## src/resp_timer.sv

```systemverilog
// Response timer
// Counts cycles while a response is awaited and pulses on expiry

`timescale 1ns/1ps

module resp_timer #(
    parameter int TIMEOUT_CYCLES = 65536
) (
    input  logic log_clk,
    input  logic log_rst,
    input  logic run_i,
    output logic timeout_o
);

    localparam int CNT_W = (TIMEOUT_CYCLES > 1) ? $clog2(TIMEOUT_CYCLES) : 1;
    localparam logic [CNT_W-1:0] LAST_CNT = CNT_W'(TIMEOUT_CYCLES - 1);

    logic [CNT_W-1:0] cnt;

    always_ff @(posedge log_clk) begin
        if (log_rst) begin
            cnt       <= '0;
            timeout_o <= 1'b0;
        end else if (!run_i) begin
            cnt       <= '0;
            timeout_o <= 1'b0;
        end else if (cnt == LAST_CNT) begin
            // Expired, start a fresh interval
            cnt       <= '0;
            timeout_o <= 1'b1;
        end else begin
            cnt       <= cnt + 1'b1;
            timeout_o <= 1'b0;
        end
    end

endmodule

```

## config.mk

```make
export PLATFORM = sky130hd
export DESIGN_NAME = resp_timer
export DESIGN_NICKNAME = d
export VERILOG_FILES = /design/src/resp_timer.sv
export SDC_FILE = /design/constraint.sdc
export NUM_CORES = 1
export LEC_CHECK = 0
export BUFFER_PORTS_ARGS = -buffer_cell sky130_fd_sc_hd__buf_2
export CORE_UTILIZATION = 50
export DETAILED_ROUTE_END_ITERATION = 8
export PLACE_DENSITY = 0.76
export SYNTH_ARGS = -nofsm -noshare
export SYNTH_HDL_FRONTEND = slang
export SYNTH_SLANG_ARGS = --single-unit
```

## constraint.sdc

```tcl
create_clock -name log_clk -period 1.61 [get_ports log_clk]
set_input_delay 0.4025 -clock log_clk [delete_from_list [all_inputs] [get_ports log_clk]]
set_output_delay 0.4025 -clock log_clk [all_outputs]
set_load 0.01 [all_outputs]
```

[Word-level counts from Yosys, hierarchy flattened]
Cells that the tools add are included.
Storage, ports and cells
  register bits: 17
  bits in latches: 0
  memory bits (writable): 0
  bits in read-only memories: 0
  input bits: 3
  output and inout port bits: 1
  logic and storage cells: 8
  memories: 0
Operators by class
  $add $sub $neg: 1
  $mul: 0
  divide/modulo/power cells: 0
  order comparisons: 0
  equality and inequality tests: 1
  shifts and indexed selects: 0
  multiplexer cells: 1
  bitwise logic cells: 1
  reductions and logical operators: 2
Operator list (number)
  16-bit by 1-bit adder with 16-bit output, second input constant: 1
  16-bit == test, second input constant: 1
  3-bit OR reduction: 1
  2-bit OR reduction: 1
  1-bit two-way mux: 1
  1-bit NOT: 1

[Logic depth before layout (Yosys ltp)]
  word-level depth: 2
  depth in mapped cells: 6
  depth with buffers taken out: 5

[Least setup slack after synthesis]
OpenSTA, ideal clock, no wires.
  path kind: reg2reg
  from: register cnt[0]
  to: register cnt[15]
  arrival: 1.614 ns
  required time: 1.495 ns
  path slack: -0.118 ns
  cell stages (with the launch flop): 7
  buffers on the path: 1
  path through: dfxtp_1 > ha_1 > nand4_2 > or4_4 > o21bai_4 > buf_6 > nor2_1
Between the ends
  cells in the longest elaborated chain, start to end: 2
  elaborated cells between the ends (all ways): 3
  those cells by class: 1 x add/sub; 1 x eq/ne; 1 x reduce/logical
Ends and longest elaborated chain
  start: declaration: line 18  | logic [CNT_W-1:0] cnt;
  start signal: assignment: line 32  | cnt <= cnt + 1'b1;
  branches (longest 2 deep; another with 16-bit by 1-bit adder with 16-bit output)
Parallel ways; which one is timed is not known.
A chain may end at the register's enable or synchronous reset.

[Worst setup path after layout]
  from: register cnt[1]
  to: register cnt[9]
The elaborated chain is that of the path after synthesis.

==> summary.txt <==
Run status
  • Run status: completed

Synthesis
  • Portion of the post-synthesis area used by sequential elements: 0.4602
  • Top cell type by total area after synthesis: sky130_fd_sc_hd__dfxtp_1
  • Simple logic cell fraction of the synthesized area: 0.3063
  • Most used standard cell by instance count after synthesis: sky130_fd_sc_hd__nor2_1
  • Fraction of synthesized area in multiplexers: 0
  • Mean area per synthesized cell: just over 9 um2
  • FFs w/ async S/R, synth: 0
  • Share of the synthesized area in the top cell type: 0.4602
  • Yosys synthesis warning count: 0
  • Post-synth EDFFs: 0
  • Post-synth net total: 84
  • Compound-gate portion of the synthesized area: 0.02538
  • Cell area after technology mapping: 739.5 um2
  • Dominant cells by area after synthesis: sky130_fd_sc_hd__dfxtp_1, sky130_fd_sc_hd__xnor2_1, sky130_fd_sc_hd__nor2_1, sky130_fd_sc_hd__xor2_1, sky130_fd_sc_hd__nand3_1
  • Largest family of logic cells by synthesized area: simple AND/OR/NAND/NOR gates
  • Number of instances in the synthesized netlist: 80
  • Synth Area in Adders: 0.01692
  • Post-synthesis sequential element count: 17
  • Area share of xor/xnor cells in the synthesized design: 0.1658
  • Prevailing post-synth register cell: sky130_fd_sc_hd__dfxtp_1
  • Post-synth top cells: sky130_fd_sc_hd__nor2_1, sky130_fd_sc_hd__dfxtp_1, sky130_fd_sc_hd__xnor2_1
  • Count of distinct cell types in the synthesized netlist: 17

Final layout
  • Area added between synthesis and finish: 30.80%
  • Filler instances: 95
  • Number of nets in the layout: 110
  • Diode insertion count for antenna repair: 0
  • Final core utilization: 0.7251
  • Register area: 342.8 um2
  • Fraction of final layout cells sized beyond drive strength 1: 0.3238
  • Post-layout instance area: 967.2 um2
  • Footprint of the multi-input gates: approximately 410 um2

Global route
  • Sum of overflow across all layers after global routing: 0
  • Wire length of the first global-routing pass: 2346 um
  • Via count of the first global-routing pass: 562
  • Maximum number of pins on one net before global-route repair: 10
  • Aggregate global-route resource usage: 0.2268
  • Antenna violations before repair: 0

STA
  • Final critical-path required period: 1580 ps
  • Worst setup margin: 30.00 ps
  • Highest achievable clock rate: 632.9 MHz
  • Pin slew with the least headroom to its limit: between 300 and 400 ps
  • Finish-stage setup viols: 0
  • Clock skew: 1.780 ps
  • Relative slew slack: 0.7564
  • Setup repair after global routing missed its margin: true
  • Fin. Hold Viols: 0
  • Period utilisation layout: 0.9814
  • Hold Slack: 456.5 ps
  • Number of pins exceeding their max-slew limit in the final report: 0

Place
  • Count of buffers inserted at the top-level ports: 3
  • Placed wire-length estimate: 990.9 um
  • GP Congestion: ~0.73
  • Worst setup timing slack at the placement stage: -39.22 ps
  • Placed cell areas: 890.9 um2

Critical path
  • Cell at the slowest stage of the critical path: sky130_fd_sc_hd__or4_4
  • Data arrival time of the worst path: 1770 ps
  • Kind of start point of the critical path: flip-flop
  • Critical path data required time: 1800 ps
  • Kind of capture point of the worst setup path: flip-flop
  • Internal reg-to-reg setup slack: roughly 30 ps
  • Worst flop-to-flop path endpoint: cnt[9]
  • Maximum fanout encountered on the critical timing path: 5
  • Crit-path cells: ha_4 -> nand4_4 -> or4_4 -> o21bai_4 -> buf_6 -> nor2_1
  • Crit Reg-Reg Startpoint: cnt[1]
  • Crit Path Class: reg2reg
  • Largest stage delay on the critical path: 560 ps
  • Cell count of the worst reg-to-reg path: 6

Min path
  • End of the worst hold path: cnt[14]
  • Cell depth of the worst hold path: 3
  • Launch instance of the worst min-delay path: run_i
  • Path class of the lowest-slack min-delay path: in2reg

Routing
  • Via count of the routed design: between 600 and 700
  • Detail Route Antenna Nets: 0
  • DRC violation count after routing: 0
  • Iter 0 DRT Violations: 6
  • Routed wire per std cell: 11.91 um
  • Post-DR vias/cell: 5.192
  • Router iterations before antenna repair: 4
  • Routed wire length: 1429 um

Floorplan
  • Die area: 1637 um2
  • Starting Density: 0.5544
  • DIE WIDTH: 40.46 um
  • Cell Rows: 13
  • Core area: 1334 um2
  • Height of the die: 40.46 um
  • Number of placed I/O pins: 4

Clocking
  • Clock input transition at the sequential cells of the worst setup and hold paths: 100 ps
  • TritonCTS clock tree: done
  • Maximum buffer depth of the clock tree: 2
  • Post-cts hold buffer count: 0
  • Level count of the clock H-tree: 1
  • Clock latency on the worst-skew pair: 290 ps
  • Clock sink total: 17
  • Total clock buffers created by CTS: 3
  • Cell at the root of the clock tree: sky130_fd_sc_hd__clkbuf_4

Pwr
  • Overall Power: roughly 0.69 mW
  • P per Cell Area: 710.0 nW/um2
  • Leakage: 0.3555 nW
  • Max IR drop VDD: 0.4497 mV

Flow run
  • Max-cap violations: 0
==> layout by cell type (no fill, tap or decap) <==
| cell type | n |
|---|---|
| sky130_fd_sc_hd__clkbuf_1 | 1 |
| sky130_fd_sc_hd__and4_1 | 1 |
| sky130_fd_sc_hd__buf_4 | 17 |
| sky130_fd_sc_hd__nor2_1 | 16 |
| sky130_fd_sc_hd__inv_1 | 2 |
| sky130_fd_sc_hd__buf_2 | 3 |
| sky130_fd_sc_hd__nand4_2 | 1 |
| sky130_fd_sc_hd__dfxtp_2 | 2 |
| sky130_fd_sc_hd__xor2_1 | 5 |
| sky130_fd_sc_hd__ha_4 | 1 |
| sky130_fd_sc_hd__nand4_4 | 1 |
| sky130_fd_sc_hd__nor2_2 | 2 |
| sky130_fd_sc_hd__o21bai_4 | 1 |
| sky130_fd_sc_hd__clkbuf_4 | 3 |
| sky130_fd_sc_hd__nand3_1 | 5 |
| sky130_fd_sc_hd__nand4_1 | 4 |
| sky130_fd_sc_hd__nand2b_1 | 1 |
| sky130_fd_sc_hd__nor4_1 | 3 |
| sky130_fd_sc_hd__dfxtp_1 | 15 |
| sky130_fd_sc_hd__nor3_1 | 4 |
| sky130_fd_sc_hd__or4_4 | 1 |
| sky130_fd_sc_hd__xnor2_1 | 9 |
| sky130_fd_sc_hd__buf_6 | 2 |
| sky130_fd_sc_hd__nand2_1 | 5 |
==> worst max path at each step <==
stage | cells past startpoint | slack (ps) | endpoint | start
finish | 6 | 30 | cnt[9] | cnt[1]
global route | 6 | -30 | cnt[11] | cnt[1]
CTS | 6 | 30 | cnt[8] | cnt[1]
detailed placement | 5 | -40 | cnt[4] | cnt[1]
global placement | 5 | -20 | cnt[5] | cnt[1]
floorplan | 6 | -30 | cnt[0] | cnt[1]
==> metrics by stage <==
stage / cells / TNS (ps)
CTS: 118 / 0
global route: 120 / -311.8
floorplan: 80 / -234.8
global placement: 111 / -104.9
finish: 120 / 0
detailed placement: 111 / -373.8
==> power by group <==
group	switching (mW)	total, mW	internal [mW]
Sequential	0.00220	0.425	0.423
Clock	0.135	0.231	0.0964
Combinational	0.0131	0.0302	0.0170
==> cell families (layout without fill, tap and decap cells) <==
kind of cell	count (synthesis)	count (layout)
and+or+nand+nor	44	44
AOI/OAI and AO/OA	1	1
buffers and inverters	3	28
xor gates and xnor gates	14	14
DFF	17	17
adders and majority gates	1	1
==> worst max-delay path, delay by kind of cell, from the launching register on <==
kind / cells / cell delay, ps
simple gates: 3 / 670
fa+ha+maj: 1 / 150
flops: 1 / 360
buf+inv: 1 / 130
compound gates: 1 / 170
==> sequential cells by signal, summed over array words and instances, names as in the netlist <==
register / count
cnt: 16
timeout_o: 1
==> what timing repair did <==
item | 4_1_cts | 5_1_grt
gates resized for setup | 0 | 4
pin swaps | 1 | 2
endpoints found under the setup margin | 13 | 14
buffers inserted | 3 | 2
==> layout make-up <==
type	count	area share
clock buffers	4	0.02717
inverters	2	0.007762
multi-input cells	60	0.4204
flip-flops and latches	17	0.3545
well taps	15	0.01940
repair buffers	22	0.1708
==> per-layer routing <==
layer  track usage  vias up  share of wire
li1              -      321              -
met1        0.2525      285           0.47
met2        0.3929       13           0.48
met3       0.06667        4          0.031
met4        0.1000        0          0.017
met5             0        -              0
No activity file was read; power rests on OpenSTA's default activity.
