File: src/srio_pkg.sv
// RapidIO stream beat and field types
// Format, transaction type and priority codes used in request headers

package srio_pkg;

    // One 64-bit beat on the ireq and iresp streams
    typedef logic [63:0] srio_data_t;

    // Byte enables of a beat
    typedef logic [7:0] srio_keep_t;

    // Source ID in the upper half, destination ID in the lower half
    typedef logic [31:0] srio_user_t;

    typedef logic [15:0] dev_id_t;

    typedef logic [33:0] srio_addr_t;

    typedef logic [15:0] db_info_t;

    typedef logic [3:0] ftype_t;

    typedef logic [3:0] ttype_t;

    // Format codes
    localparam ftype_t FTYPE_DOORBELL = 4'hA;
    localparam ftype_t FTYPE_NWRITE   = 4'h5;

    // Transaction type for NWRITE without response
    localparam ttype_t TTYPE_NWRITE = 4'h4;

    // Priority of every request sent by the initiator
    localparam logic [1:0] REQ_PRIO = 2'h1;

endpackage

File: src/req_ctrl_pkg.sv
// Request controller states, error codes and doorbell information codes
// Alternating target addresses for the NWRITE transfers

package req_ctrl_pkg;

    import srio_pkg::*;

    typedef enum logic [2:0] {
        IDLE,
        DB_REQ,
        DB_RESP,
        NWR,
        INTEG_DB,
        WAIT_ACK
    } req_state_t;

    typedef logic [1:0] err_type_t;

    localparam err_type_t ERR_NONE        = 2'd0;
    localparam err_type_t ERR_DB_TIMEOUT  = 2'd1;
    localparam err_type_t ERR_ACK_TIMEOUT = 2'd2;

    // Doorbell information codes
    localparam db_info_t DB_INFO_SELF_CHECK   = 16'h0001;
    localparam db_info_t DB_INFO_READY        = 16'h0100;
    localparam db_info_t DB_INFO_BUSY         = 16'h01FF;
    localparam db_info_t DB_INFO_CONFIRM_EVEN = 16'h0003;
    localparam db_info_t DB_INFO_CONFIRM_ODD  = 16'h0002;

    localparam srio_addr_t TARGET_ADDR_EVEN = 34'h0_8100_0000;
    localparam srio_addr_t TARGET_ADDR_ODD  = 34'h0_0010_0000;

endpackage

File: src/resp_decoder.sv
// Doorbell response classifier
// Flags ready, busy and confirmation answers from the target endpoint

`timescale 1ns/1ps

module resp_decoder import srio_pkg::*, req_ctrl_pkg::*; (
    input  logic       iresp_tvalid_i,
    input  srio_data_t iresp_tdata_i,
    input  srio_user_t iresp_tuser_i,
    input  dev_id_t    des_id_i,
    input  db_info_t   expected_info_i,
    output logic       resp_ready_o,
    output logic       resp_busy_o,
    output logic       resp_confirm_o
);

    ftype_t   resp_ftype;
    db_info_t resp_info;
    dev_id_t  resp_src_id;
    logic     resp_hit;

    assign resp_ftype  = iresp_tdata_i[55:52];
    assign resp_info   = iresp_tdata_i[31:16];
    assign resp_src_id = iresp_tuser_i[31:16];

    // Only doorbells sent back by the addressed endpoint count
    assign resp_hit = iresp_tvalid_i && (resp_ftype == FTYPE_DOORBELL)
                      && (resp_src_id == des_id_i);

    assign resp_ready_o   = resp_hit && (resp_info == DB_INFO_READY);
    assign resp_busy_o    = resp_hit && (resp_info == DB_INFO_BUSY);
    assign resp_confirm_o = resp_hit && (resp_info == expected_info_i);

    // Expected code from the controller must never alias ready or busy
    always_comb begin
        a_onehot_class: assert ($onehot0({resp_ready_o, resp_busy_o, resp_confirm_o}))
            else $error("resp_decoder: overlapping response classes");
    end

endmodule

File: config.mk
export PLATFORM = sky130hd
export DESIGN_NAME = resp_decoder
export DESIGN_NICKNAME = d
export VERILOG_FILES = /design/src/srio_pkg.sv /design/src/req_ctrl_pkg.sv /design/src/resp_decoder.sv
export SDC_FILE = /design/constraint.sdc
export NUM_CORES = 1
export LEC_CHECK = 0
export BUFFER_PORTS_ARGS = -buffer_cell sky130_fd_sc_hd__buf_2
export CAP_MARGIN = 20
export CELL_PAD_IN_SITES_DETAIL_PLACEMENT = 1
export CELL_PAD_IN_SITES_GLOBAL_PLACEMENT = 1
export CORE_ASPECT_RATIO = 1.2
export CORE_UTILIZATION = 10
export DETAILED_ROUTE_END_ITERATION = 16
export GPL_ROUTABILITY_DRIVEN = 1
export PLACE_DENSITY_LB_ADDON = 0.1
export REMOVE_ABC_BUFFERS = 1
export SLEW_MARGIN = 40
export SYNTH_ARGS = -nofsm -noshare
export SYNTH_HDL_FRONTEND = slang
export SYNTH_SLANG_ARGS = --single-unit
File: constraint.sdc
create_clock -name vclk -period 1
set_input_delay 0.15 -clock vclk [all_inputs]
set_output_delay 0.15 -clock vclk [all_outputs]
set_load 0.01 [all_outputs]
# --- Yosys cells after proc, flatten, opt, wreduce, memory -nomap -nowiden ---
# Cells that the tools add are included.
totals:
  regBits: 0
  word_cells: 10
  out_inout_bits: 3
  input_bits: 129
op_classes:
  reduce_logical: 5
  n_eq_ne: 5
ops:
  columns: ["op", "n"]
  rows:
  - ["$eq A16 B16 Y1", 2]
  - ["$eq A16 B9 Y1 const B", 2]
  - ["$logic_and A1 B1 Y1", 5]
  - ["$eq A4 B4 Y1 const B", 1]

# --- Depth between registers and ports, before layout ---
depth:
  ltp_word: 4
  ltp_mapped: 4
  ltp_nobuf: 4

# --- Worst setup path before layout ---
# Ideal clock, no wire load.
synth_path:
  kind: "input -> output"
  start: "input des_id_i[14]"
  end: "output resp_busy_o"
  required_ns: 0.850
  path_buffers: 0
  t_arrival_ns: 1.012
  path_stages: 4
  slack_ns: -0.162
  path_cell_list: "xor2_1 -> nor4_1 -> nand3_1 -> nor3_1"
synth_between:
  elab_chain_len: 3
synth_lines:
  columns: ["item", "line", "text"]
  rows:
  - ["from (decl)", "resp_decoder.sv:10", "input dev_id_t des_id_i,"]
  - ["$eq A16 B16 Y1", "resp_decoder.sv:28", "&& (resp_src_id == des_id_i);"]
  - ["$logic_and A1 B1 Y1", "resp_decoder.sv:28", null]
  - ["$logic_and A1 B1 Y1", "resp_decoder.sv:31", "assign resp_busy_o = resp_hit && (resp_info == DB_INFO_BUSY);"]
  - ["to (decl)", "resp_decoder.sv:13", "output logic resp_busy_o,"]
# Every way passes these cells.

# --- Worst setup path in the final report ---
layout_path:
  start: "input des_id_i[4]"
  end: "output resp_busy_o"
# The elaborated chain is that of the path after synthesis.

==> results.md <==
Floorplan:
- The area of the placeable core is 4004 µm².
- From left edge to right edge, the die measures 61.63 µm.
- Pin placement for this block handled 132 I/O pins.
- The floorplan die area is 4533 µm².
- From bottom edge to top edge, the die measures 73.55 µm.
- The initial utilization of the core area, before any placement, comes to 0.1066.
- The placement row count is 25.

Routing:
- The number of vias per cell is 3.817.
- The via count is 729.
- The number of DRC violations after detailed-routing iteration 0 is 3.
- The final routed wire length divided by cell count is 10.73 µm.
- The number of iterations in the first detailed-routing pass is 2.
- The count of nets left with antenna violations once routing finished came out at 0.
- The DRC violations left is 0.
- The overall routed net length is 2049 µm.

STA:
- The fraction of the cycle the final worst path needs is 1.347.
- Setup repair after global routing could not meet its margin everywhere.
- The worst path in the final design needs a cycle of 1.347 ns, including I/O delays and setup.
- Headroom to the max-slew limit came out at 0.8195.
- The number of hold violations in the final report is 0.
- Summed over all failing endpoints, the final setup total negative slack is -0.9713 ns.
- Setup violations remaining at the end of the flow were counted as 3.
- The final-report max-slew violation count is 0.
- Based on the critical path, the design can be clocked at up to 0.7422 GHz.
- Across all setup checks in the final design, the least slack found is -0.3473 ns.
- At the pin with the least slew margin, the transition time is 0.2671 ns.

Synth:
- The synthesized netlist cell count is 56.
- Yosys attributes the largest share of cell area to sky130_fd_sc_hd__xor2_1, sky130_fd_sc_hd__nor4_1, sky130_fd_sc_hd__nand4_1.
- The portion of the post-synthesis area used by sequential elements is 0.
- The number of unique standard cell types used by synthesis is 8.
- In this run the cell area of the synthesized design comes to 426.7 µm².
- The post-synthesis average cell area is 7.619 µm².
- The Yosys step of the flow raised 0 warnings.
- Of the post-synthesis cell area, the dominant cell type holds 0.6569.
- The library cell occupying the most area in the post-synthesis netlist is sky130_fd_sc_hd__xor2_1.

Cells and area:
- The sequential standard cell area is 0 µm².
- The sequential cell count is 0.
- The top cell types in the final layout, fill and taps aside, are sky130_fd_sc_hd__buf_2, sky130_fd_sc_hd__xor2_1, sky130_fd_sc_hd__buf_4, sky130_fd_sc_hd__nor4_1.
- The growth of design area from synthesis to finish is 133.7%.
- In the final layout, the share of cells above drive strength 1 is 0.6350.
- After layout, the clock buffer instance count stands at 0.
- The share of the core filled with cells in the final layout is 0.2491.
- At the end of the flow, the number of nets in the layout was 268.
- 0 antenna diodes ended up in the layout.
- The count of filler cells inserted in the layout is 555.
- Leaving out fill and tap cells, the most frequent cell in the layout is sky130_fd_sc_hd__buf_2.

Placement:
- The wire-length estimate of the detail-placed layout is 1929 µm.
- Input and output buffers added on the ports amount to 72.
- The global placement routability congestion is 0.6892.

Run status:
- The final reports fail on setup timing.
- The flow ran to the end, but the final reports show violations.

Critical path:
- STA classifies the critical path startpoint as an input pin.
- Tracing the worst setup path back leads to its startpoint at des_id_i[4].
- Of all nets on the critical path, the largest fanout is 3.
- The worst setup path is of the input pin to primary output kind.
- The required time at the endpoint of the critical path is 0.85 ns.
- The critical path arrival is 1.20 ns.
- The endpoint class of the critical path is a primary output.

Power:
- The overall power consumption is 0.3354 mW.
- The maximum VDD drop is 66.51 µV.
- Power spread over the standard cell area amounts to 336.3 nW/µm².
- The leakage power is 0.5000 nW.

Global routing:
- The number of antenna violations at the first check in global routing came to 0.
- The number of global-route vias before repair is 758.
- For this run, the total global-route usage over all layers was measured as 0.08524.
- The global-route wire length before repair is 2973 µm.
- The maximum number of pins on one net before global-route repair is 4.
- Global routing finished with a remaining overflow of 0.

Clock network:
- The number of setup buffers added after CTS is 0.
- After clock tree synthesis, the flow added hold-fix buffers numbering 0.

Job:
- The max-cap check violation count is 0.

Min path:
- In this run the most critical hold path is launched from iresp_tdata_i[55].
- The worst hold path belongs to the class input pin to primary output.
-- worst max-delay path, cell delays in order --
cell and delay (ns):
sky130_fd_sc_hd__buf_2 0.10, sky130_fd_sc_hd__xor2_1 0.15, sky130_fd_sc_hd__nor4_1 0.24, sky130_fd_sc_hd__nand3_1 0.17, sky130_fd_sc_hd__nor3_1 0.22, sky130_fd_sc_hd__buf_2 0.17
-- kinds of logic after synthesis --
logic type                count (synthesis)  synth area share
xor gates and xnor gates                 32            0.6569
and+or+nand+nor                          24            0.3431
-- area by class of cell --
cell class,count,area (µm²),share of cell area
Multi-Input combinational cell,56,473.0,0.4743
Timing Repair Buffer,81,456.7,0.4580
Tap cell,54,67.56,0.06775
-- timing repair --
action / in CTS / in global routing
setup endpoints to repair: 3 / 3
pin swaps: 9 / 1
resized for setup: 12 / 0
cloned: 0 / 0
-- power by group --
part,switching [mW],total [mW],internal (mW)
combinational,0.140,0.335,0.196
clock,0,0,0
sequential,0,0,0
total,0.140,0.335,0.196
-- path summary, 6_finish.rpt --
path	end	slack [ns]	cells after the start
setup / recovery	resp_busy_o	-0.35	6
hold / removal	resp_confirm_o	0.73	4
-- Yosys cell counts, drive strengths merged --
master	count
xor2	32
nor4	11
nand4	4
nand3	3
nor3	3
nor2	1
nor4b	1
nor4bb	1
-- metal layers --
layer	global-route usage	share of wire
met1	0.09034	0.36
met2	0.1840	0.58
met3	0.003521	0.060
met4	0	0
met5	0	0
-- per-stage QoR --
step           area, µm²  instances  setup slack, ns  hold slack, ns
2_1_floorplan      426.7         56          -0.1623          0.4465
3_3_place_gp       922.1        191          -0.4439          0.7114
3_5_place_dp       922.1        191          -0.4496          0.7176
4_1_cts            997.2        191          -0.3605          0.7365
5_1_grt            997.2        191          -0.4671          0.7615
6_report           997.2        191          -0.3473          0.7275
(Power assumes the default switching activity.)
