[src/srio_pkg.sv]
// RapidIO stream beat and field types
// Format, transaction type and priority codes used in request headers

package srio_pkg;

    // One 64-bit beat on the ireq and iresp streams
    typedef logic [63:0] srio_data_t;

    // Byte enables of a beat
    typedef logic [7:0] srio_keep_t;

    // Source ID in the upper half, destination ID in the lower half
    typedef logic [31:0] srio_user_t;

    typedef logic [15:0] dev_id_t;

    typedef logic [33:0] srio_addr_t;

    typedef logic [15:0] db_info_t;

    typedef logic [3:0] ftype_t;

    typedef logic [3:0] ttype_t;

    // Format codes
    localparam ftype_t FTYPE_DOORBELL = 4'hA;
    localparam ftype_t FTYPE_NWRITE   = 4'h5;

    // Transaction type for NWRITE without response
    localparam ttype_t TTYPE_NWRITE = 4'h4;

    // Priority of every request sent by the initiator
    localparam logic [1:0] REQ_PRIO = 2'h1;

endpackage

[src/req_ctrl_pkg.sv]
// Request controller states, error codes and doorbell information codes
// Alternating target addresses for the NWRITE transfers

package req_ctrl_pkg;

    import srio_pkg::*;

    typedef enum logic [2:0] {
        IDLE,
        DB_REQ,
        DB_RESP,
        NWR,
        INTEG_DB,
        WAIT_ACK
    } req_state_t;

    typedef logic [1:0] err_type_t;

    localparam err_type_t ERR_NONE        = 2'd0;
    localparam err_type_t ERR_DB_TIMEOUT  = 2'd1;
    localparam err_type_t ERR_ACK_TIMEOUT = 2'd2;

    // Doorbell information codes
    localparam db_info_t DB_INFO_SELF_CHECK   = 16'h0001;
    localparam db_info_t DB_INFO_READY        = 16'h0100;
    localparam db_info_t DB_INFO_BUSY         = 16'h01FF;
    localparam db_info_t DB_INFO_CONFIRM_EVEN = 16'h0003;
    localparam db_info_t DB_INFO_CONFIRM_ODD  = 16'h0002;

    localparam srio_addr_t TARGET_ADDR_EVEN = 34'h0_8100_0000;
    localparam srio_addr_t TARGET_ADDR_ODD  = 34'h0_0010_0000;

endpackage

[src/req_ctrl.sv]
// Request FSM with ireq beat building and status flags
// Alternating TID, target address and confirmation code

`timescale 1ns/1ps

module req_ctrl import srio_pkg::*, req_ctrl_pkg::*; (
    input  logic       log_clk,
    input  logic       log_rst,
    input  dev_id_t    src_id_i,
    input  dev_id_t    des_id_i,
    input  logic       self_check_i,
    input  logic       nwr_req_i,
    input  logic       link_initialized_i,
    input  logic       fifo_empty_i,
    input  logic       fifo_first_i,
    input  logic       fifo_last_i,
    input  srio_data_t fifo_data_i,
    input  srio_keep_t fifo_keep_i,
    input  logic       ireq_tready_i,
    input  logic       resp_ready_i,
    input  logic       resp_busy_i,
    input  logic       resp_confirm_i,
    input  logic       timeout_i,
    output logic       fifo_pop_o,
    output logic       timer_run_o,
    output db_info_t   expected_info_o,
    output logic       ireq_tvalid_o,
    output logic       ireq_tlast_o,
    output srio_data_t ireq_tdata_o,
    output srio_keep_t ireq_tkeep_o,
    output srio_user_t ireq_tuser_o,
    output logic       rapidio_ready_o,
    output logic       nwr_ready_o,
    output logic       nwr_busy_o,
    output logic       nwr_ack_done_o,
    output logic       error_o,
    output err_type_t  error_type_o
);

    req_state_t state_q;
    req_state_t state_d;
    logic       alt_q;
    logic       ireq_xfer;
    logic       ack_hit;
    logic       db_timeout;
    logic       ack_timeout;
    srio_addr_t target_addr;
    srio_data_t nwr_header;

    // Single-beat doorbell carrying the given information field
    function automatic srio_data_t db_beat(input db_info_t info);
        return {8'h00, FTYPE_DOORBELL, 4'h0, 1'b0, REQ_PRIO, 1'b0, 12'h000, info, 16'h0000};
    endfunction

    assign ireq_xfer = ireq_tvalid_o && ireq_tready_i;

    assign ack_hit     = (state_q == WAIT_ACK) && resp_confirm_i;
    assign ack_timeout = (state_q == WAIT_ACK) && timeout_i && !resp_confirm_i;
    assign db_timeout  = (state_q == DB_RESP) && timeout_i && !resp_ready_i && !resp_busy_i;

    assign target_addr     = alt_q ? TARGET_ADDR_ODD : TARGET_ADDR_EVEN;
    assign expected_info_o = alt_q ? DB_INFO_CONFIRM_ODD : DB_INFO_CONFIRM_EVEN;

    // TID carries the alternating bit in its low bit
    assign nwr_header = {7'h00, alt_q, FTYPE_NWRITE, TTYPE_NWRITE, 1'b0, REQ_PRIO, 1'b0,
                         fifo_data_i[7:0], 2'b00, target_addr};

    assign fifo_pop_o      = (state_q == NWR) && ireq_xfer;
    assign timer_run_o     = (state_q == DB_RESP) || (state_q == WAIT_ACK);
    assign rapidio_ready_o = (state_q == IDLE);

    always_comb begin
        state_d = state_q;
        case (state_q)
            IDLE: begin
                // Self-check wins over a pending NWRITE
                if (self_check_i && link_initialized_i) begin
                    state_d = DB_REQ;
                end else if (nwr_req_i && link_initialized_i) begin
                    state_d = NWR;
                end
            end
            DB_REQ: begin
                if (ireq_xfer) begin
                    state_d = DB_RESP;
                end
            end
            DB_RESP: begin
                if (resp_ready_i || resp_busy_i || timeout_i) begin
                    state_d = IDLE;
                end
            end
            NWR: begin
                if (ireq_xfer && fifo_last_i) begin
                    state_d = INTEG_DB;
                end
            end
            INTEG_DB: begin
                if (ireq_xfer) begin
                    state_d = WAIT_ACK;
                end
            end
            WAIT_ACK: begin
                if (resp_confirm_i || timeout_i) begin
                    state_d = IDLE;
                end
            end
            default: state_d = IDLE;
        endcase
    end

    always_ff @(posedge log_clk) begin
        if (log_rst) begin
            state_q        <= IDLE;
            alt_q          <= 1'b0;
            nwr_ready_o    <= 1'b0;
            nwr_busy_o     <= 1'b0;
            nwr_ack_done_o <= 1'b0;
            error_o        <= 1'b0;
            error_type_o   <= ERR_NONE;
        end else begin
            state_q        <= state_d;
            nwr_ack_done_o <= ack_hit;
            error_o        <= db_timeout || ack_timeout;
            if (db_timeout) begin
                error_type_o <= ERR_DB_TIMEOUT;
            end else if (ack_timeout) begin
                error_type_o <= ERR_ACK_TIMEOUT;
            end else begin
                error_type_o <= ERR_NONE;
            end
            // Next transfer uses the other TID, address and code
            if (ack_hit) begin
                alt_q <= ~alt_q;
            end
            if (state_q == IDLE && state_d == DB_REQ) begin
                nwr_ready_o <= 1'b0;
                nwr_busy_o  <= 1'b0;
            end else if (state_q == DB_RESP) begin
                if (resp_ready_i) begin
                    nwr_ready_o <= 1'b1;
                end else if (resp_busy_i) begin
                    nwr_busy_o <= 1'b1;
                end
            end
        end
    end

    // Beat contents depend only on state and FIFO head, so they hold under stall
    always_comb begin
        ireq_tvalid_o = 1'b0;
        ireq_tlast_o  = 1'b0;
        ireq_tdata_o  = '0;
        ireq_tkeep_o  = '1;
        ireq_tuser_o  = {src_id_i, des_id_i};
        case (state_q)
            DB_REQ: begin
                ireq_tvalid_o = 1'b1;
                ireq_tlast_o  = 1'b1;
                ireq_tdata_o  = db_beat(DB_INFO_SELF_CHECK);
            end
            NWR: begin
                ireq_tvalid_o = !fifo_empty_i;
                ireq_tlast_o  = fifo_last_i;
                ireq_tkeep_o  = fifo_keep_i;
                ireq_tdata_o  = fifo_first_i ? nwr_header : fifo_data_i;
            end
            INTEG_DB: begin
                ireq_tvalid_o = 1'b1;
                ireq_tlast_o  = 1'b1;
                ireq_tdata_o  = db_beat(expected_info_o);
            end
            default: ;
        endcase
    end

    a_ireq_stable: assert property (@(posedge log_clk) disable iff (log_rst)
        ireq_tvalid_o && !ireq_tready_i |=> ireq_tvalid_o && $stable(ireq_tdata_o)
            && $stable(ireq_tlast_o) && $stable(ireq_tkeep_o));

endmodule

[config.mk]
export PLATFORM = sky130hd
export DESIGN_NAME = req_ctrl
export DESIGN_NICKNAME = d
export VERILOG_FILES = /design/src/srio_pkg.sv /design/src/req_ctrl_pkg.sv /design/src/req_ctrl.sv
export SDC_FILE = /design/constraint.sdc
export NUM_CORES = 1
export LEC_CHECK = 0
export BUFFER_PORTS_ARGS = -buffer_cell sky130_fd_sc_hd__buf_2
export CORE_AREA = 5 5 94 96
export CTS_BUF_LIST = sky130_fd_sc_hd__clkbuf_8
export DETAILED_ROUTE_END_ITERATION = 8
export DIE_AREA = 0 0 99 101
export PLACE_DENSITY = 0.56
export SYNTH_ARGS = -nofsm -noshare
export SYNTH_HDL_FRONTEND = slang
export SYNTH_SLANG_ARGS = --single-unit
[constraint.sdc]
create_clock -name log_clk -period 3.15 [get_ports log_clk]
set_clock_uncertainty 0.1 [all_clocks]
set_input_delay 0.4725 -clock log_clk [delete_from_list [all_inputs] [get_ports log_clk]]
set_output_delay 0.4725 -clock log_clk [all_outputs]
set_load 0.05 [all_outputs]
After elaboration in Yosys (flattened, before gate mapping)

Index checks and enable logic that the tools add are counted.
Widths: inputs -> output; s select.

Logic and storage cells: 60
Bits of input ports: 117
Output and inout bits: 131
Bits in registers: 10

Bitwise operators: 2
Reductions and logical operators: 27
Muxes and demuxes: 17
Equal/unequal tests: 6

Operators by type and width:

| cell               | count |
|---|---|
| $pmux 64 s3        | 1 |
| $mux 64            | 1 |
| $mux 32            | 1 |
| $mux 3             | 7 |
| $pmux 3 s6         | 1 |
| $logic_and 1x1->1  | 12 |
| $mux 8             | 1 |
| $eq 3x1->1 const B | 2 |
| $eq 3x2->1 const B | 2 |
| $eq 3x3->1 const B | 2 |
| $reduce_or 2->1    | 3 |
| $logic_or 1x1->1   | 5 |
| $logic_not 1->1    | 4 |
| $pmux 1 s2         | 2 |
| $logic_not 3->1    | 1 |
| $reduce_and 3->1   | 1 |
| $mux 1             | 2 |
| $mux 2             | 1 |
| $not 1->1          | 2 |
| $reduce_and 2->1   | 1 |

Logic depth before layout (Yosys ltp)

Gate-level depths: netlist of run 1.

Depth in word-level cells: 10
Mapped depth: 4
Gate-level depth less buffers: 3

Worst setup path before layout of run 1

OpenSTA, ideal clock, no wires.

Path type: input-to-output
Start point: in fifo_first_i
End point: out ireq_tdata_o[24]
Stages: 4
Required time: 2.577 ns
Path buffers: 2
Setup slack: 0.682 ns
Data arrival time: 1.896 ns
Cells stage by stage: clkbuf_1 buf_2 nand2_1 a21oi_1

Word-level cells in the longest chain between the ends: 2

Ends and longest elaborated chain:

| element         | line            | text |
|---|---|---|
| start, declared | req_ctrl.sv:15  | `input logic fifo_first_i,` |
| $mux 64         | req_ctrl.sv:166 | `ireq_tdata_o = fifo_first_i ? nwr_header : fifo_data_i;` |
| $pmux 64 s3     | req_ctrl.sv:156 | `case (state_q)` |
| end, declared   | req_ctrl.sv:29  | `output srio_data_t ireq_tdata_o,` |

No other way between the ends.

Worst setup path after layout of run 1

Start point: reg state_q[0]
End point: out ireq_tdata_o[17]

Word-level cells in the longest chain between the ends: 2
Elaborated cells between the ends (all ways): 4
Those cells by class: eq/ne: 3; mux: 1

Ends and longest elaborated chain:

| element                                  | line            | text |
|---|---|---|
| start, declared                          | req_ctrl.sv:40  | `req_state_t state_q;` |
| start signal, assigned                   | req_ctrl.sv:122 | `state_q <= state_d;` |
| $eq 3x3->1, or another cell as far along | req_ctrl.sv:156 |  |
| $pmux 64 s3 *                            | req_ctrl.sv:156 |  |

Every way passes the cells marked *; elsewhere a longest branch is shown, timed or not.

==> metrics.txt, run 1 <==
outcome=finished, final reports clean; Post-route DRC=0; sum of net half-perimeters after detailed placement=5.81 mm; worst supply voltage drop on vdd=95.2 µV; setup TNS after final layout=0 ps; Min-Delay Endpoint=nwr_ready_o$_SDFFE_PP0P_; reg-to-reg setup timing slack=1440 ps; FF-to-FF Start=state_q[1]$_SDFF_PP0_; cell area after synthesis=between 1000 and 1500 µm²; quantity of I/O buffers inserted on ports=about 170; total number of placement rows=33; Final setup violation count=0; crit start category=flop; overall die width=99 µm; dominant synthesized flop cell=dfxtp_1; number of max-slew violations in the final report=0; number of inserted filler cells in the final layout=918; nets=459; worst min-delay path category=flop to flop; post-DR vias/cell=4.06; LEAKAGE=0.00130 µW; maximum number of pins on one net before global-route repair=36; Setup WS post-layout=578 ps; area added between synthesis and finish=54.0%; area enclosed by the die boundary=10000 µm²; kind of end point of the critical path=output pin; via count of the first global-routing pass=1938; number of clock sinks=10; number of warnings printed during yosys synthesis=0; required time at the endpoint of the critical path=2580 ps; worst hold slack across all endpoints=365 ps; class of the most critical setup path=flop to output pin; hold buffer count at cts=0; remaining antenna violation count after routing=0; number of design-rule violations left by the first detailed-router iteration=21; maximum clock path buffer count=2; power density over the cells=232 nW/µm²; number of cells traversed by the worst register-to-register path=4; buffer type at the clock tree root=clkbuf_8; highest clock frequency the design can meet=0.389 GHz; number of distinct library cell variants in the gate-level netlist after synthesis=36; latest clock arrival within the worst-skew pair=roughly 230 ps; Worst EP arrival=2000 ps; H-tree depth reported by CTS=1; Initial DRT Pass Iterations=3; post-synthesis average cell area=~7.0 µm²; global-route usage over all layers=roughly an eighth; TritonCTS Buffers=3; via count=1811; pre-CTS setup slack=758 ps; # Max-Cap Violations=0; async set-or-reset flop fraction in the synthesized netlist=0%; endpoint of the worst-slack reg-to-reg timing path=state_q[1]$_SDFF_PP0_; CTS tree=done; antenna violations before repair=0; count of flip-flops with a built-in enable after synthesis=0; final critical-path required period=2570 ps; buffer count from post-CTS setup fixing=0; startpoint of the worst hold path=nwr_ready_o$_SDFFE_PP0P_; vertical die dimension=101 µm; count of cells resized by post-cts repair=0; average wire length per cell after detail routing=14.6 µm; remaining global-route overflow=0; number of top-level pins=248; register area share after synthesis=a little over an eighth; final hold vios=0; count of state elements after synthesis=10; placeable core area=7970 µm²; Cells on Worst Hold Path=1; clock-pin slew on the worst setup and hold paths=50 ps; Final GP Congestion=0.748; Final Routed Wirelength=6.53 mm; Post-Syn Instances=211; setup repair after global routing missed its margin=no; Starting Density=between 10% and 20%; final worst path period share=just over 80%; global-route wire length before repair=9.77 mm; layout cells sized above 1=54.0%; CP max FO=35; number of antenna diodes=0
[area by class of cell]
type	count	area (µm²)	share of cell area (%)
Timing Repair Buffer	171	951	42.0
Multi-Input combinational cell	153	913	40.4
Sequential cell	10	200	8.85
Tap cell	105	131	5.81
Clock buffer	4	55.1	2.43
Inverter	3	11.3	0.498
[kinds of logic (layout without fill, tap and decap cells)]
logic type	Yosys count	in the layout	share of synthesized area, %
other cells	2	15	0.511
compound gates	27	27	11.9
xor+xnor	1	1	0.596
mux	8	8	5.45
simple gates	102	102	40.2
flops	10	10	13.6
buf+inv	61	178	27.7
[power by group]
group	internal [µW]	switching (µW)	total (µW)
combinational	74.8	161	235
sequential	130	4.12	134
clock	110	46.7	156
total	314	211	525
[layer usage]
| layer | part of all wire (%) | up-vias | global-route usage (%) |
|---|---|---|---|
| met5 | 0 | - | 0 |
| li1 | - | 883 | - |
| met2 | 54 | 110 | 23.0 |
| met1 | 34 | 810 | 12.3 |
| met3 | 11 | 8 | 4.15 |
| met4 | 1.2 | 0 | 2.73 |
[state kept, by name, indices dropped and copies added, names as in the netlist]
signal and cells:
nwr_ready_o 1, error_type_o 2, error_o 1, state_q 3, nwr_busy_o 1, nwr_ack_done_o 1, alt_q 1
[Yosys cell counts, types with 2 or more instances]
library cell	count	area, µm²
a31oi_1	2	12.5
nand4b_1	2	17.5
mux2i_1	8	80.1
nand2_1	5	18.8
o21a_1	2	15.0
clkbuf_1	10	37.5
and2_1	44	275
dfxtp_1	10	200
nor2b_1	3	18.8
a21oi_1	8	40.0
a21o_1	4	30.0
nand3b_1	2	15.0
or2_2	8	50.1
nor2_1	21	78.8
buf_4	47	353
conb_1	2	7.51
o21ai_0	5	25.0
nand2b_1	8	50.1
inv_1	3	11.3
[metrics by stage]
step	std cells	utilization [%]	power [µW]	instance area, µm²
floorplan	224	-	411	1520
global placement	442	27.7	371	2210
CTS	446	28.4	532	2260
global route	446	28.4	557	2260
finish	446	28.4	525	2260
detailed placement	442	27.7	373	2210
[worst max-delay path by stage]
stage,startpoint,slack [ps],end
after floorplan,fifo_first_i,680,ireq_tdata_o[24]
after global placement,fifo_first_i,780,ireq_tdata_o[9]
after detailed placement,fifo_first_i,760,ireq_tdata_o[57]
after CTS,state_q[0]$_SDFF_PP0_,540,ireq_tdata_o[57]
after global routing,state_q[0]$_SDFF_PP0_,390,ireq_tdata_o[17]
final,state_q[0]$_SDFF_PP0_,580,ireq_tdata_o[17]
[placed cells by master (no fill, tap or decap), drive strengths merged, types with 4 or more instances in the layout]
master / synthesis / final
mux2i: 8 / 8
conb: 2 / 15
or2: 8 / 8
o21ai: 5 / 5
nor2: 21 / 21
a21oi: 8 / 8
dfxtp: 10 / 10
and2: 44 / 44
nand2b: 8 / 8
buf: 48 / 171
a21o: 4 / 4
clkbuf: 10 / 4
nand2: 5 / 5
[worst max-delay path: stages (launching register included)]
cell and delay (ps):
dfxtp_1 550, nand3b_1 220, nor2_2 350, buf_12 220, o2bb2ai_1 140, buf_2 290
(Power assumes the default switching activity.)
==> run 2, diff against run 1 <==
==> constraint.sdc (replaced) <==
create_clock -name log_clk -period 2.6 [get_ports log_clk]
set_clock_uncertainty 0.1 [all_clocks]
set_input_delay 0.39 -clock log_clk [delete_from_list [all_inputs] [get_ports log_clk]]
set_output_delay 0.39 -clock log_clk [all_outputs]
set_load 0.05 [all_outputs]
==> run 2 against run 1 <==
- sequential power increased by 18%
- sequential cell count unchanged
- critical path depth unchanged
- total power rose by 22%
- routed wire length grew 3.4%
- design area increased by 0.11%
- highest routed layer unchanged
- first-iteration DRC count grew to 2.9 times the previous value
- largest cell class unchanged
- clock power is 22% higher
- via count increased by 2.3%
- combinational power up 25%
==> metrics.txt, run 2 (synthesis results as in run 1) <==
outcome=finished, final reports clean (unchanged); LEAKAGE=0.00131 µW (was 0.00130 µW); number of design-rule violations left by the first detailed-router iteration=61 (was 21); Worst EP arrival=1730 ps (was 2000 ps); Post-route DRC=0 (unchanged); placeable core area=7970 µm² (unchanged); TritonCTS Buffers=3 (unchanged); Sequential Power Share=24.7% (was 25.4%); number of antenna diodes=0 (unchanged); Initial DRT Pass Iterations=4 (was 3); internal power contribution=382 µW (was 314 µW); total number of placement rows=33 (unchanged); area of combinational cells with multiple inputs=913 µm² (unchanged); nets=461 (was 459); average wire length per cell after detail routing=15.1 µm (was 14.6 µm); H-tree depth reported by CTS=1 (unchanged); Final GP Congestion=0.768 (was 0.748); kind of end point of the critical path=output pin (unchanged); final critical-path required period=2220 ps; area enclosed by the die boundary=10000 µm² (unchanged); setup TNS after final layout=0 ps (unchanged); latest clock arrival within the worst-skew pair=230 ps (about the same); vertical die dimension=101 µm (unchanged); hold buffer count at cts=0 (unchanged); quantity of I/O buffers inserted on ports=168 (unchanged); via count of the first global-routing pass=1854 (was 1938); overall die width=99 µm (unchanged); final worst path period share=85.3%; post-DR vias/cell=4.14 (was 4.06); number of inserted filler cells in the final layout=907 (was 918); maximum number of pins on one net before global-route repair=46 (was 36); remaining global-route overflow=0 (unchanged); # Max-Cap Violations=0 (unchanged); register cell area after layout=200 µm² (unchanged); maximum clock path buffer count=2 (unchanged); CP max FO=45 (was 35); worst supply voltage drop on vdd=120 µV (was 95.2 µV); standard cell area after detailed placement=2210 µm² (about the same); leading cell types in the layout, fill and taps excluded=buf_2, and2_1, nor2_1 (unchanged); power density over the cells=284 nW/µm² (was 232 nW/µm²); global-route wire length before repair=9.78 mm (was 9.77 mm); setup repair after global routing missed its margin=no (unchanged); sum of net half-perimeters after detailed placement=5.91 mm (was 5.81 mm); global-route usage over all layers=12.2% (was 11.9%); remaining antenna violation count after routing=0 (unchanged); CTS tree=done (unchanged); number of top-level pins=248 (unchanged); Final Routed Wirelength=6.75 mm (was 6.53 mm); crit start category=flop (unchanged); final hold vios=0 (unchanged); worst hold slack across all endpoints=308 ps (was 365 ps); switching power=260 µW (was 211 µW); antenna violations before repair=0 (unchanged); number of max-slew violations in the final report=0 (unchanged); most common cell after layout, fill and taps aside=buf_2 (unchanged); buffer type at the clock tree root=clkbuf_8 (unchanged); proportion of power drawn by combinational gates=45.7% (was 44.8%); Starting Density=18.4% (unchanged); clock-pin slew on the worst setup and hold paths=50 ps (about the same); highest clock frequency the design can meet=0.451 GHz; Final setup violation count=0 (unchanged); share of total power in the clock network=29.6% (was 29.8%); flip-flop count of the largest register, all copies and words added=3 (unchanged); via count=1853 (was 1811); area added between synthesis and finish=54.2% (was 54.0%); number of clock sinks=10 (unchanged); required time at the endpoint of the critical path=2110 ps (was 2580 ps); Final Cell Area=2260 µm² (about the same); largest register by flop count=state_q (unchanged); utilization after layout=28.4% (about the same); class of the most critical setup path=flop to output pin (unchanged); largest stage delay on the critical path=370 ps (was 550 ps); worst min-delay path category=primary input to flop (was flop to flop); layout cells sized above 1=54.2% (was 54.0%); count of cells resized by post-cts repair=0 (unchanged); crit path max-delay cell type=dfxtp_1 (unchanged); registers with the most flip-flops=state_q x3, error_type_o x2 (unchanged); buffer count from post-CTS setup fixing=0 (unchanged); share of total power consumed by net switching=40.6% (was 40.2%); series of cell instances along the critical path=nand3b_1 -> nor2_2 -> buf_4 -> and2_1 -> buf_2 (was nand3b_1 -> nor2_2 -> buf_12 -> o2bb2ai_1 -> buf_2)
-- run 2: cell count changes in the layout (fill, tap and decap cells not counted), sizes merged --
cell and delta:
buf +2
-- run 2: worst paths after layout --
check	from	to	slack, ps	cells after the start
worst max register to register	state_q[2]$_SDFF_PP0_	state_q[1]$_SDFF_PP0_	810	4
worst min register to register	nwr_busy_o$_SDFFE_PP0P_	nwr_busy_o$_SDFFE_PP0P_	370	1
worst min-delay path	log_rst	alt_q$_SDFFE_PP0P_	310	2
worst max-delay path	state_q[2]$_SDFF_PP0_	ireq_tdata_o[51]	380	5
-- run 2: power groups by stage --
stage | clock (µW) | combinational [µW] | sequential, µW
floorplan | 0 | 333 | 165
global placement | 0 | 291 | 161
detailed placement | 0 | 294 | 161
CTS | 197 | 295 | 158
global route | 207 | 314 | 159
finish | 190 | 294 | 158
-- run 2: final cells by class --
cell class | instances | area share [%]
sequential | 10 | 8.84
tap | 105 | 5.80
clock buffer | 4 | 2.43
timing repair buffer | 173 | 42.1
multi-input combinational | 153 | 40.3
inverter | 3 | 0.497
-- run 2: metal layers --
metal	share of wire, %	global-route usage (%)	up-vias	routed length [µm]
li1	-	-	885	-
met1	32	12.3	836	2190
met2	55	24.4	124	3730
met3	12	4.36	8	812
met4	0.22	1.47	0	15
met5	0	0	-	0
-- run 2: critical path: cells and delay by family, from the launching register on --
kind / cells / cell delay (ps)
buf+inv: 2 / 590
flops: 1 / 370
simple gates: 3 / 510
-- run 2: through the flow --
stage          std cells  total power, µW  setup slack [ps]
2_1_floorplan        224              498               297
3_3_place_gp         444              453               514
3_5_place_dp         444              455               462
4_1_cts              448              650               345
5_1_grt              448              680               216
6_report             448              642               382
